### src/include/csr_macros.svh
// Machine CSR block constants
// Register width, CSR addresses, reset values and the mtvec alignment rule

`ifndef CSR_MACROS_SVH
`define CSR_MACROS_SVH

`define CSR_XLEN            32
`define CSR_ADDR_W          12

// Machine CSR addresses --------------------------
`define CSR_ADDR_MSTATUS    12'h300
`define CSR_ADDR_MISA       12'h301
`define CSR_ADDR_MEDELEG    12'h302
`define CSR_ADDR_MIDELEG    12'h303
`define CSR_ADDR_MIE        12'h304
`define CSR_ADDR_MTVEC      12'h305
`define CSR_ADDR_MSCRATCH   12'h340
`define CSR_ADDR_MEPC       12'h341
`define CSR_ADDR_MCAUSE     12'h342
`define CSR_ADDR_MTVAL      12'h343
`define CSR_ADDR_MIP        12'h344
`define CSR_ADDR_MVENDORID  12'hF11
`define CSR_ADDR_MARCHID    12'hF12
`define CSR_ADDR_MIMPID     12'hF13
`define CSR_ADDR_MHARTID    12'hF14

// Reset and constant values ----------------------
`define CSR_MTVEC_RESET     32'hC000_0000   // Direct mode
`define CSR_MTVEC_ALIGN     7               // Vectored base alignment
`define CSR_MISA_VALUE      32'h4000_1100   // MXL=32, I and M

`endif

### src/logic/csr_pkg.sv
// CSR package
// Register select struct, legal exception codes and the write-combine rule

`include "csr_macros.svh"

package csr_pkg;

    // One select bit per implemented register
    typedef struct packed {
        logic mstatus;
        logic misa;
        logic medeleg;
        logic mideleg;
        logic mie;
        logic mtvec;
        logic mscratch;
        logic mepc;
        logic mcause;
        logic mtval;
        logic mip;
        logic mvendorid;
        logic marchid;
        logic mimpid;
        logic mhartid;
    } csr_sel_t;

    // Legal synchronous exception codes
    typedef enum logic [6:0] {
        TRAP_IALIGN   = 7'd0,   // Instruction misaligned
        TRAP_IACCESS  = 7'd1,   // Instruction access fault
        TRAP_IOPCODE  = 7'd2,   // Illegal opcode
        TRAP_BREAKPT  = 7'd3,
        TRAP_LDALIGN  = 7'd4,
        TRAP_LDACCESS = 7'd5,
        TRAP_STALIGN  = 7'd6,
        TRAP_STACCESS = 7'd7,
        TRAP_ECALLM   = 7'd11   // Environment call from M-mode
    } trap_code_e;

    // New value of a register under write, set or clear
    function automatic logic [`CSR_XLEN-1:0] csr_combine(
        input logic [`CSR_XLEN-1:0] old_val,
        input logic [`CSR_XLEN-1:0] wdata,
        input logic                 set,
        input logic                 clr
    );
        if (set) begin
            return old_val | wdata;
        end else if (clr) begin
            return old_val & ~wdata;
        end
        return wdata;
    endfunction

endpackage

### src/logic/csr_if.sv
// CSR block interfaces
// Software write bus from the decoder and trap event bus into the trap bank

`timescale 1ns/1ps
`include "csr_macros.svh"

interface csr_wr_if;
    csr_pkg::csr_sel_t       sel;    // One-hot write strobes
    logic [`CSR_XLEN-1:0]    wdata;
    logic                    set;    // Set-bit operation
    logic                    clr;    // Clear-bit operation

    modport source (
        output sel,
        output wdata,
        output set,
        output clr
    );

    modport sink (
        input  sel,
        input  wdata,
        input  set,
        input  clr
    );
endinterface

interface csr_trap_if;
    logic                    trap_cpu;   // Exception pulse
    logic                    trap_int;   // Interrupt pulse
    csr_pkg::trap_code_e     cause;
    logic [`CSR_XLEN-1:0]    mtval;
    logic [`CSR_XLEN-1:0]    pc;
    logic                    mret;       // MRET pulse

    modport sink (
        input  trap_cpu,
        input  trap_int,
        input  cause,
        input  mtval,
        input  pc,
        input  mret
    );
endinterface

### src/logic/csr_access_decode.sv
// CSR access decoder
// Turns the address and strobes into one-hot read and write selects

`timescale 1ns/1ps
`include "csr_macros.svh"

module csr_access_decode (
    input  logic                    csr_en,
    input  logic                    csr_wr,
    input  logic                    csr_wr_set,
    input  logic                    csr_wr_clr,
    input  logic [`CSR_ADDR_W-1:0]  csr_addr,
    input  logic [`CSR_XLEN-1:0]    csr_wdata,
    csr_wr_if.source                wr,
    output csr_pkg::csr_sel_t       rd_sel,
    output logic                    addr_valid
);

    csr_pkg::csr_sel_t hit;     // Raw address match
    logic              wr_en;

    always_comb begin
        hit.mstatus   = csr_addr == `CSR_ADDR_MSTATUS;
        hit.misa      = csr_addr == `CSR_ADDR_MISA;
        hit.medeleg   = csr_addr == `CSR_ADDR_MEDELEG;
        hit.mideleg   = csr_addr == `CSR_ADDR_MIDELEG;
        hit.mie       = csr_addr == `CSR_ADDR_MIE;
        hit.mtvec     = csr_addr == `CSR_ADDR_MTVEC;
        hit.mscratch  = csr_addr == `CSR_ADDR_MSCRATCH;
        hit.mepc      = csr_addr == `CSR_ADDR_MEPC;
        hit.mcause    = csr_addr == `CSR_ADDR_MCAUSE;
        hit.mtval     = csr_addr == `CSR_ADDR_MTVAL;
        hit.mip       = csr_addr == `CSR_ADDR_MIP;
        hit.mvendorid = csr_addr == `CSR_ADDR_MVENDORID;
        hit.marchid   = csr_addr == `CSR_ADDR_MARCHID;
        hit.mimpid    = csr_addr == `CSR_ADDR_MIMPID;
        hit.mhartid   = csr_addr == `CSR_ADDR_MHARTID;
    end

    assign wr_en = csr_en & csr_wr;

    // Gated selects --------------------------------
    assign rd_sel   = csr_pkg::csr_sel_t'(hit & {$bits(hit){csr_en}});
    assign wr.sel   = csr_pkg::csr_sel_t'(hit & {$bits(hit){wr_en}});
    assign wr.wdata = csr_wdata;
    assign wr.set   = csr_wr_set;
    assign wr.clr   = csr_wr_clr;

    assign addr_valid = |hit;   // Names an implemented CSR

endmodule

### src/logic/csr_config_regs.sv
// Configuration register bank
// mie enables, mtvec with its legality check, and mscratch

`timescale 1ns/1ps
`include "csr_macros.svh"

module csr_config_regs (
    input  logic                  g_clk,
    input  logic                  g_resetn,
    csr_wr_if.sink                wr,
    output logic                  mie_meie,
    output logic                  mie_mtie,
    output logic                  mie_msie,
    output logic [`CSR_XLEN-1:0]  mtvec,
    output logic [`CSR_XLEN-1:0]  mscratch,
    output logic                  mtvec_bad
);

    logic [`CSR_XLEN-1:0] mie_img;
    logic [`CSR_XLEN-1:0] n_mie;
    logic [`CSR_XLEN-1:0] n_mtvec;
    logic                 mtvec_illegal;

    // mie --------------------------------------------
    assign mie_img = {20'b0, mie_meie, 3'b0, mie_mtie, 3'b0, mie_msie, 3'b0};
    assign n_mie   = csr_pkg::csr_combine(mie_img, wr.wdata, wr.set, wr.clr);

    always_ff @(posedge g_clk) begin
        if (!g_resetn) begin
            mie_meie <= 1'b0;
            mie_mtie <= 1'b0;
            mie_msie <= 1'b0;
        end else if (wr.sel.mie) begin
            mie_meie <= n_mie[11];
            mie_mtie <= n_mie[7];
            mie_msie <= n_mie[3];
        end
    end

    // mtvec ------------------------------------------
    assign n_mtvec = csr_pkg::csr_combine(mtvec, wr.wdata, wr.set, wr.clr);

    // Mode 2 and 3 reserved, vectored base must be aligned
    assign mtvec_illegal = n_mtvec[1] |
                           (n_mtvec[0] & (|n_mtvec[`CSR_MTVEC_ALIGN-1:2]));
    assign mtvec_bad     = wr.sel.mtvec & mtvec_illegal;

    always_ff @(posedge g_clk) begin
        if (!g_resetn) begin
            mtvec <= `CSR_MTVEC_RESET;
        end else if (wr.sel.mtvec && !mtvec_illegal) begin
            mtvec <= n_mtvec;
        end
    end

    // mscratch ---------------------------------------
    always_ff @(posedge g_clk) begin
        if (!g_resetn) begin
            mscratch <= '0;
        end else if (wr.sel.mscratch) begin
            mscratch <= csr_pkg::csr_combine(mscratch, wr.wdata, wr.set, wr.clr);
        end
    end

endmodule

### src/logic/csr_read_resp.sv
// CSR read responder
// Selects the read data and flags bad write accesses

`timescale 1ns/1ps
`include "csr_macros.svh"

module csr_read_resp (
    input  csr_pkg::csr_sel_t     rd_sel,
    input  logic                  addr_valid,
    input  logic                  csr_wr,
    input  logic                  mstatus_mie,
    input  logic                  mstatus_mpie,
    input  logic [`CSR_XLEN-1:0]  mepc,
    input  logic [`CSR_XLEN-1:0]  mcause,
    input  logic [`CSR_XLEN-1:0]  mtval,
    input  logic                  mie_meie,
    input  logic                  mie_mtie,
    input  logic                  mie_msie,
    input  logic [`CSR_XLEN-1:0]  mtvec,
    input  logic [`CSR_XLEN-1:0]  mscratch,
    input  logic                  mtvec_bad,
    input  logic                  mip_meip,
    input  logic                  mip_mtip,
    input  logic                  mip_msip,
    output logic [`CSR_XLEN-1:0]  csr_rdata,
    output logic                  csr_error
);

    logic [`CSR_XLEN-1:0] mstatus_img;
    logic [`CSR_XLEN-1:0] mie_img;
    logic [`CSR_XLEN-1:0] mip_img;

    assign mstatus_img = {24'b0, mstatus_mpie, 3'b0, mstatus_mie, 3'b0};
    assign mie_img     = {20'b0, mie_meie, 3'b0, mie_mtie, 3'b0, mie_msie, 3'b0};
    assign mip_img     = {20'b0, mip_meip, 3'b0, mip_mtip, 3'b0, mip_msip, 3'b0};

    // ID registers, medeleg and mideleg add nothing
    assign csr_rdata =
        ({`CSR_XLEN{rd_sel.mstatus}}  & mstatus_img)     |
        ({`CSR_XLEN{rd_sel.misa}}     & `CSR_MISA_VALUE) |
        ({`CSR_XLEN{rd_sel.mie}}      & mie_img)         |
        ({`CSR_XLEN{rd_sel.mtvec}}    & mtvec)           |
        ({`CSR_XLEN{rd_sel.mscratch}} & mscratch)        |
        ({`CSR_XLEN{rd_sel.mepc}}     & mepc)            |
        ({`CSR_XLEN{rd_sel.mcause}}   & mcause)          |
        ({`CSR_XLEN{rd_sel.mtval}}    & mtval)           |
        ({`CSR_XLEN{rd_sel.mip}}      & mip_img);

    assign csr_error = (csr_wr & ~addr_valid) | mtvec_bad;

endmodule

### src/logic/csr_top.sv
// Machine-mode CSR block
// Decoder, trap and configuration banks and read responder behind plain ports

`timescale 1ns/1ps
`include "csr_macros.svh"

module csr_top (
    input  logic                    g_clk,
    input  logic                    g_resetn,
    input  logic                    csr_en,
    input  logic                    csr_wr,
    input  logic                    csr_wr_set,
    input  logic                    csr_wr_clr,
    input  logic [`CSR_ADDR_W-1:0]  csr_addr,
    input  logic [`CSR_XLEN-1:0]    csr_wdata,
    input  logic                    exec_mret,
    input  logic                    mip_meip,
    input  logic                    mip_mtip,
    input  logic                    mip_msip,
    input  logic                    trap_cpu,
    input  logic                    trap_int,
    input  logic [6:0]              trap_cause,
    input  logic [`CSR_XLEN-1:0]    trap_mtval,
    input  logic [`CSR_XLEN-1:0]    trap_pc,
    output logic [`CSR_XLEN-1:0]    csr_rdata,
    output logic                    csr_error,
    output logic [`CSR_XLEN-1:0]    csr_mepc,
    output logic [`CSR_XLEN-1:0]    mtvec_base,
    output logic [1:0]              mtvec_mode,
    output logic                    mstatus_mie,
    output logic                    mie_meie,
    output logic                    mie_mtie,
    output logic                    mie_msie
);

    csr_wr_if   wr_bus ();
    csr_trap_if trap_bus ();

    csr_pkg::csr_sel_t    rd_sel;
    logic                 addr_valid;
    logic                 sw_write;     // Enabled software write
    logic                 mstatus_mpie;
    logic                 mtvec_bad;
    logic [`CSR_XLEN-1:0] mepc;
    logic [`CSR_XLEN-1:0] mcause;
    logic [`CSR_XLEN-1:0] mtval;
    logic [`CSR_XLEN-1:0] mtvec;
    logic [`CSR_XLEN-1:0] mscratch;

    // Trap event bus ---------------------------------
    assign trap_bus.trap_cpu = trap_cpu;
    assign trap_bus.trap_int = trap_int;
    assign trap_bus.cause    = csr_pkg::trap_code_e'(trap_cause);
    assign trap_bus.mtval    = trap_mtval;
    assign trap_bus.pc       = trap_pc;
    assign trap_bus.mret     = exec_mret;

    assign sw_write   = csr_en & csr_wr;

    assign mtvec_base = {mtvec[`CSR_XLEN-1:2], 2'b00};
    assign mtvec_mode = mtvec[1:0];

    csr_access_decode u_decode (
        .csr_en     (csr_en),
        .csr_wr     (csr_wr),
        .csr_wr_set (csr_wr_set),
        .csr_wr_clr (csr_wr_clr),
        .csr_addr   (csr_addr),
        .csr_wdata  (csr_wdata),
        .wr         (wr_bus.source),
        .rd_sel     (rd_sel),
        .addr_valid (addr_valid)
    );

    csr_trap_regs u_trap_regs (
        .g_clk        (g_clk),
        .g_resetn     (g_resetn),
        .wr           (wr_bus.sink),
        .trap         (trap_bus.sink),
        .mstatus_mie  (mstatus_mie),
        .mstatus_mpie (mstatus_mpie),
        .mepc_fwd     (csr_mepc),
        .mepc         (mepc),
        .mcause       (mcause),
        .mtval        (mtval)
    );

    csr_config_regs u_config_regs (
        .g_clk     (g_clk),
        .g_resetn  (g_resetn),
        .wr        (wr_bus.sink),
        .mie_meie  (mie_meie),
        .mie_mtie  (mie_mtie),
        .mie_msie  (mie_msie),
        .mtvec     (mtvec),
        .mscratch  (mscratch),
        .mtvec_bad (mtvec_bad)
    );

    csr_read_resp u_read_resp (
        .rd_sel       (rd_sel),
        .addr_valid   (addr_valid),
        .csr_wr       (sw_write),
        .mstatus_mie  (mstatus_mie),
        .mstatus_mpie (mstatus_mpie),
        .mepc         (mepc),
        .mcause       (mcause),
        .mtval        (mtval),
        .mie_meie     (mie_meie),
        .mie_mtie     (mie_mtie),
        .mie_msie     (mie_msie),
        .mtvec        (mtvec),
        .mscratch     (mscratch),
        .mtvec_bad    (mtvec_bad),
        .mip_meip     (mip_meip),
        .mip_mtip     (mip_mtip),
        .mip_msip     (mip_msip),
        .csr_rdata    (csr_rdata),
        .csr_error    (csr_error)
    );

endmodule

### src/logic/csr_trap_regs.sv
// Trap register bank
// mstatus, mepc, mcause and mtval, updated by software writes and trap events

`timescale 1ns/1ps
`include "csr_macros.svh"

module csr_trap_regs (
    input  logic                  g_clk,
    input  logic                  g_resetn,
    csr_wr_if.sink                wr,
    csr_trap_if.sink              trap,
    output logic                  mstatus_mie,
    output logic                  mstatus_mpie,
    output logic [`CSR_XLEN-1:0]  mepc_fwd,
    output logic [`CSR_XLEN-1:0]  mepc,
    output logic [`CSR_XLEN-1:0]  mcause,
    output logic [`CSR_XLEN-1:0]  mtval
);

    logic                 trap_any;
    logic [`CSR_XLEN-1:0] mstatus_img;
    logic [`CSR_XLEN-1:0] n_mstatus;
    logic [`CSR_XLEN-1:0] n_mepc;
    logic                 wen_mepc;
    logic                 mcause_legal;

    assign trap_any = trap.trap_int | trap.trap_cpu;

    // mstatus ----------------------------------------
    assign mstatus_img = {24'b0, mstatus_mpie, 3'b0, mstatus_mie, 3'b0};
    assign n_mstatus   = csr_pkg::csr_combine(mstatus_img, wr.wdata, wr.set, wr.clr);

    always_ff @(posedge g_clk) begin
        if (!g_resetn) begin
            mstatus_mie  <= 1'b0;
            mstatus_mpie <= 1'b0;
        end else if (trap_any) begin
            mstatus_mie  <= 1'b0;
            mstatus_mpie <= mstatus_mie;     // Save enable on entry
        end else if (trap.mret) begin
            mstatus_mie  <= mstatus_mpie;
            mstatus_mpie <= 1'b0;
        end else if (wr.sel.mstatus) begin
            mstatus_mie  <= n_mstatus[3];
            mstatus_mpie <= n_mstatus[7];
        end
    end

    // mepc -------------------------------------------
    assign wen_mepc = trap_any | wr.sel.mepc;
    assign n_mepc   = trap_any ? {trap.pc[`CSR_XLEN-1:1], 1'b0} :
        {csr_pkg::csr_combine(mepc, wr.wdata, wr.set, wr.clr)
            [`CSR_XLEN-1:1], 1'b0};
    assign mepc_fwd = wen_mepc ? n_mepc : mepc;    // Bypass the write cycle

    always_ff @(posedge g_clk) begin
        if (!g_resetn) begin
            mepc <= '0;
        end else if (wen_mepc) begin
            mepc <= n_mepc;
        end
    end

    // mcause -----------------------------------------
    always_comb begin
        mcause_legal = 1'b0;
        if (wr.wdata[`CSR_XLEN-1:7] == '0) begin
            case (wr.wdata[6:0])
                csr_pkg::TRAP_IALIGN, csr_pkg::TRAP_IACCESS, csr_pkg::TRAP_IOPCODE,
                csr_pkg::TRAP_BREAKPT, csr_pkg::TRAP_LDALIGN, csr_pkg::TRAP_LDACCESS,
                csr_pkg::TRAP_STALIGN, csr_pkg::TRAP_STACCESS,
                csr_pkg::TRAP_ECALLM: mcause_legal = 1'b1;
                default:              mcause_legal = 1'b0;
            endcase
        end
    end

    always_ff @(posedge g_clk) begin
        if (!g_resetn) begin
            mcause <= '0;
        end else if (trap_any) begin
            mcause <= {trap.trap_int, {(`CSR_XLEN-8){1'b0}}, trap.cause};
        end else if (wr.sel.mcause && mcause_legal) begin
            mcause <= csr_pkg::csr_combine(mcause, wr.wdata, wr.set, wr.clr);
        end
    end

    // mtval ------------------------------------------
    always_ff @(posedge g_clk) begin
        if (!g_resetn) begin
            mtval <= '0;
        end else if (trap.trap_int) begin
            mtval <= mtval;                  // Interrupts leave mtval alone
        end else if (trap.trap_cpu) begin
            mtval <= trap.mtval;
        end else if (wr.sel.mtval) begin
            mtval <= csr_pkg::csr_combine(mtval, wr.wdata, wr.set, wr.clr);
        end
    end

endmodule

### config.mk
export PLATFORM = sky130hd
export DESIGN_NAME = csr_top
export DESIGN_NICKNAME = d
export VERILOG_FILES = /design/src/logic/csr_pkg.sv /design/src/logic/csr_if.sv /design/src/logic/csr_access_decode.sv /design/src/logic/csr_config_regs.sv /design/src/logic/csr_read_resp.sv /design/src/logic/csr_top.sv /design/src/logic/csr_trap_regs.sv
export VERILOG_INCLUDE_DIRS = /design/src /design/src/include
export SDC_FILE = /design/constraint.sdc
export NUM_CORES = 1
export LEC_CHECK = 0
export BUFFER_PORTS_ARGS = -buffer_cell sky130_fd_sc_hd__buf_2
export CORE_AREA = 2 2 159 161
export CTS_BUF_LIST = sky130_fd_sc_hd__clkbuf_4 sky130_fd_sc_hd__clkbuf_8
export CTS_CLUSTER_DIAMETER = 80
export DETAILED_ROUTE_END_ITERATION = 7
export DIE_AREA = 0 0 161 163
export PLACE_DENSITY = 0.73
export SLEW_MARGIN = 20
export SYNTH_ARGS = -nofsm -noshare
export SYNTH_HDL_FRONTEND = slang
export SYNTH_HIERARCHICAL = 1
export SYNTH_SLANG_ARGS = --single-unit
### constraint.sdc
create_clock -name g_clk -period 3.65 [get_ports g_clk]
set_clock_uncertainty 0.15 [all_clocks]
set_input_delay 0.73 -clock g_clk [delete_from_list [all_inputs] [get_ports g_clk]]
set_output_delay 0.73 -clock g_clk [all_outputs]
set_load 0.01 [all_outputs]
==> out/metrics.cfg <==
[sta]
setup_violations=0
max_slew.worst_pin.slew_ns=0.8511
max_clock_freq_mhz=289.2
whs_ns=0.3166
report.final.slew_viol_count=0
grt_setup_unrepaired=no
period_share=0.9473
hold_viol=0
period_needed_ns=3.458
slew_headroom=0.4313
tns_ns=0
setup_ws_ns=0.1924

[placement]
placed_cell_area_sq_um=10870
gp_congestion=0.9148
dp_slack_ns=0.1293
dp.final_hpwl_mm=25.19
port_buffers=226

[global_routing]
grt_pass1_wl_mm=54.56
gr-usage-all-layers=0.2670
overflow=0
grt_max_degree=66
grt_pass1_vias=9334
antenna_found_initial=3

[final_layout]
layout-drive-gt1-share=0.2489
final_nets=1473
design_area_sq_um=11280
fin_util=0.4571
area_delta_synth_final_pct=17.83

[run_status]
violations=DRC
outcome=finished with violations

[setup_path]
cp_common_cell=buf_2
r2r_start=u_config_regs/mtvec[6]
cpMaxStageDelayCell=and4bb_2
rrSetupSlack_ns=1.37
slowest_delay_ns=0.35
cp_data_required_time_ns=2.77
critPathKind=primary input to output port
endpoint_kind=output port
crit_chain=buf_2 > and4bb_2 > nand4_1 > nor2_2 > buf_12 > and3_1 > buf_4 > a22oi_1 > nand2_1 > buf_2
critPathLaunch=csr_addr[7]
worstPathMaxFanout=36
worstPathArrival_ns=2.58
startpoint_type=primary input
reg2reg_depth=7

[clocking]
clock_latency_ns=0.47
cts_htree_levels=4
cts_tree=done
cts-root-buf=clkbuf_8
clkTransAtPathRegs_ns=0.08
cts.sinks=165
cts_made_buffers=17
ctsHoldBuffers=0
clk_path_buf_depth=2
postCtsSetupBuffers=0
cts_resized=0

[worst_hold_path]
worstHoldPathCells=1
hp-class=flop to flop

[routing]
drc=9
wl_mm=36.20
wl_per_cell_um=21.42
vias=10120
ant_nets=0
via_per_inst=5.987
first_pass_iters=8
dr.first_iter.drc_count=1093

[power_and_ir_drop]
peakVddDrop_v=0.0001730
cellPowerDensity_nw_per_um2=340.0
power.leakage_nw=4.743

[logic_synthesis]
synth_area_per_cell_sq_um=8.043
syn_inst=1190
yosysWarnings=6
netlist_area_sq_um=9572

[flow_run]
cap_viol_max_count=0

[floorplanning]
dieArea_sq_um=26240
num_io_pins=230
die_w_um=161
initial_core_util=0.3879
core_sq_um=24670
dieHeight_um=163
rows=58

[final cells by class]
type | count | area [sq um]
clock buffer | 22 | 277.8
clock inverter | 9 | 126.4
antenna | 2 | 5.005
inverter | 10 | 37.54
multi-input combinational | 875 | 5527
tap | 330 | 412.9
fill | 2463 | 13400
timing repair buffer | 277 | 1589
sequential | 165 | 3303
[cells in the final DEF (no fill, tap or decap), drive strengths merged, types with 7 or more instances in the layout]
cell and instances:
buf 277, inv 11, a211oi 89, nand2 159
nor4 10, nor3 16, nor2 76, a222oi 27
xnor2 31, mux2i 34, nor2b 8, nand4 8
nand3 36, dfxtp 165, a32oi 24, clkbuf 22
a31oi 7, nand2b 9, a22oi 43, xor2 8
a21oi 51, nand4bb 21, o21ai 102, and2 58
[worst paths after layout]
| path | to |
|---|---|
| worst min register to register | flop |
| worst max register to register | flop |
| worst min-delay path | flop |
| worst max-delay path | csr_mepc[14] |
[layer usage]
layer / global-route usage / routed length [um] / vias to the layer above
met5: 0 / 13 / -
met4: 0.1047 / 1129 / 2
met3: 0.05908 / 3616 / 71
met2: 0.4192 / 16080 / 583
met1: 0.3577 / 15360 / 4800
li1: - / - / 4662
[power breakdown]
group          internal, W  switching [W]  leakage [nW]
sequential         0.00184      0.0000279          1.34
combinational     0.000212       0.000349          3.19
clock             0.000719       0.000684         0.211
[through the flow]
stage	total power, W	std cells
2_1_floorplan	0.002261	1191
3_3_place_gp	0.002450	1657
3_5_place_dp	0.002462	1657
4_1_cts	0.003832	1688
5_1_grt	0.003962	1689
6_report	0.003835	1690
[worst max-delay path, delay by kind of cell]
kind            cells  cell delay (ns)
compound gates      1             0.11
simple gates        5             0.96
buf+inv             4             0.75
Power figures use the tool's default switching activity.
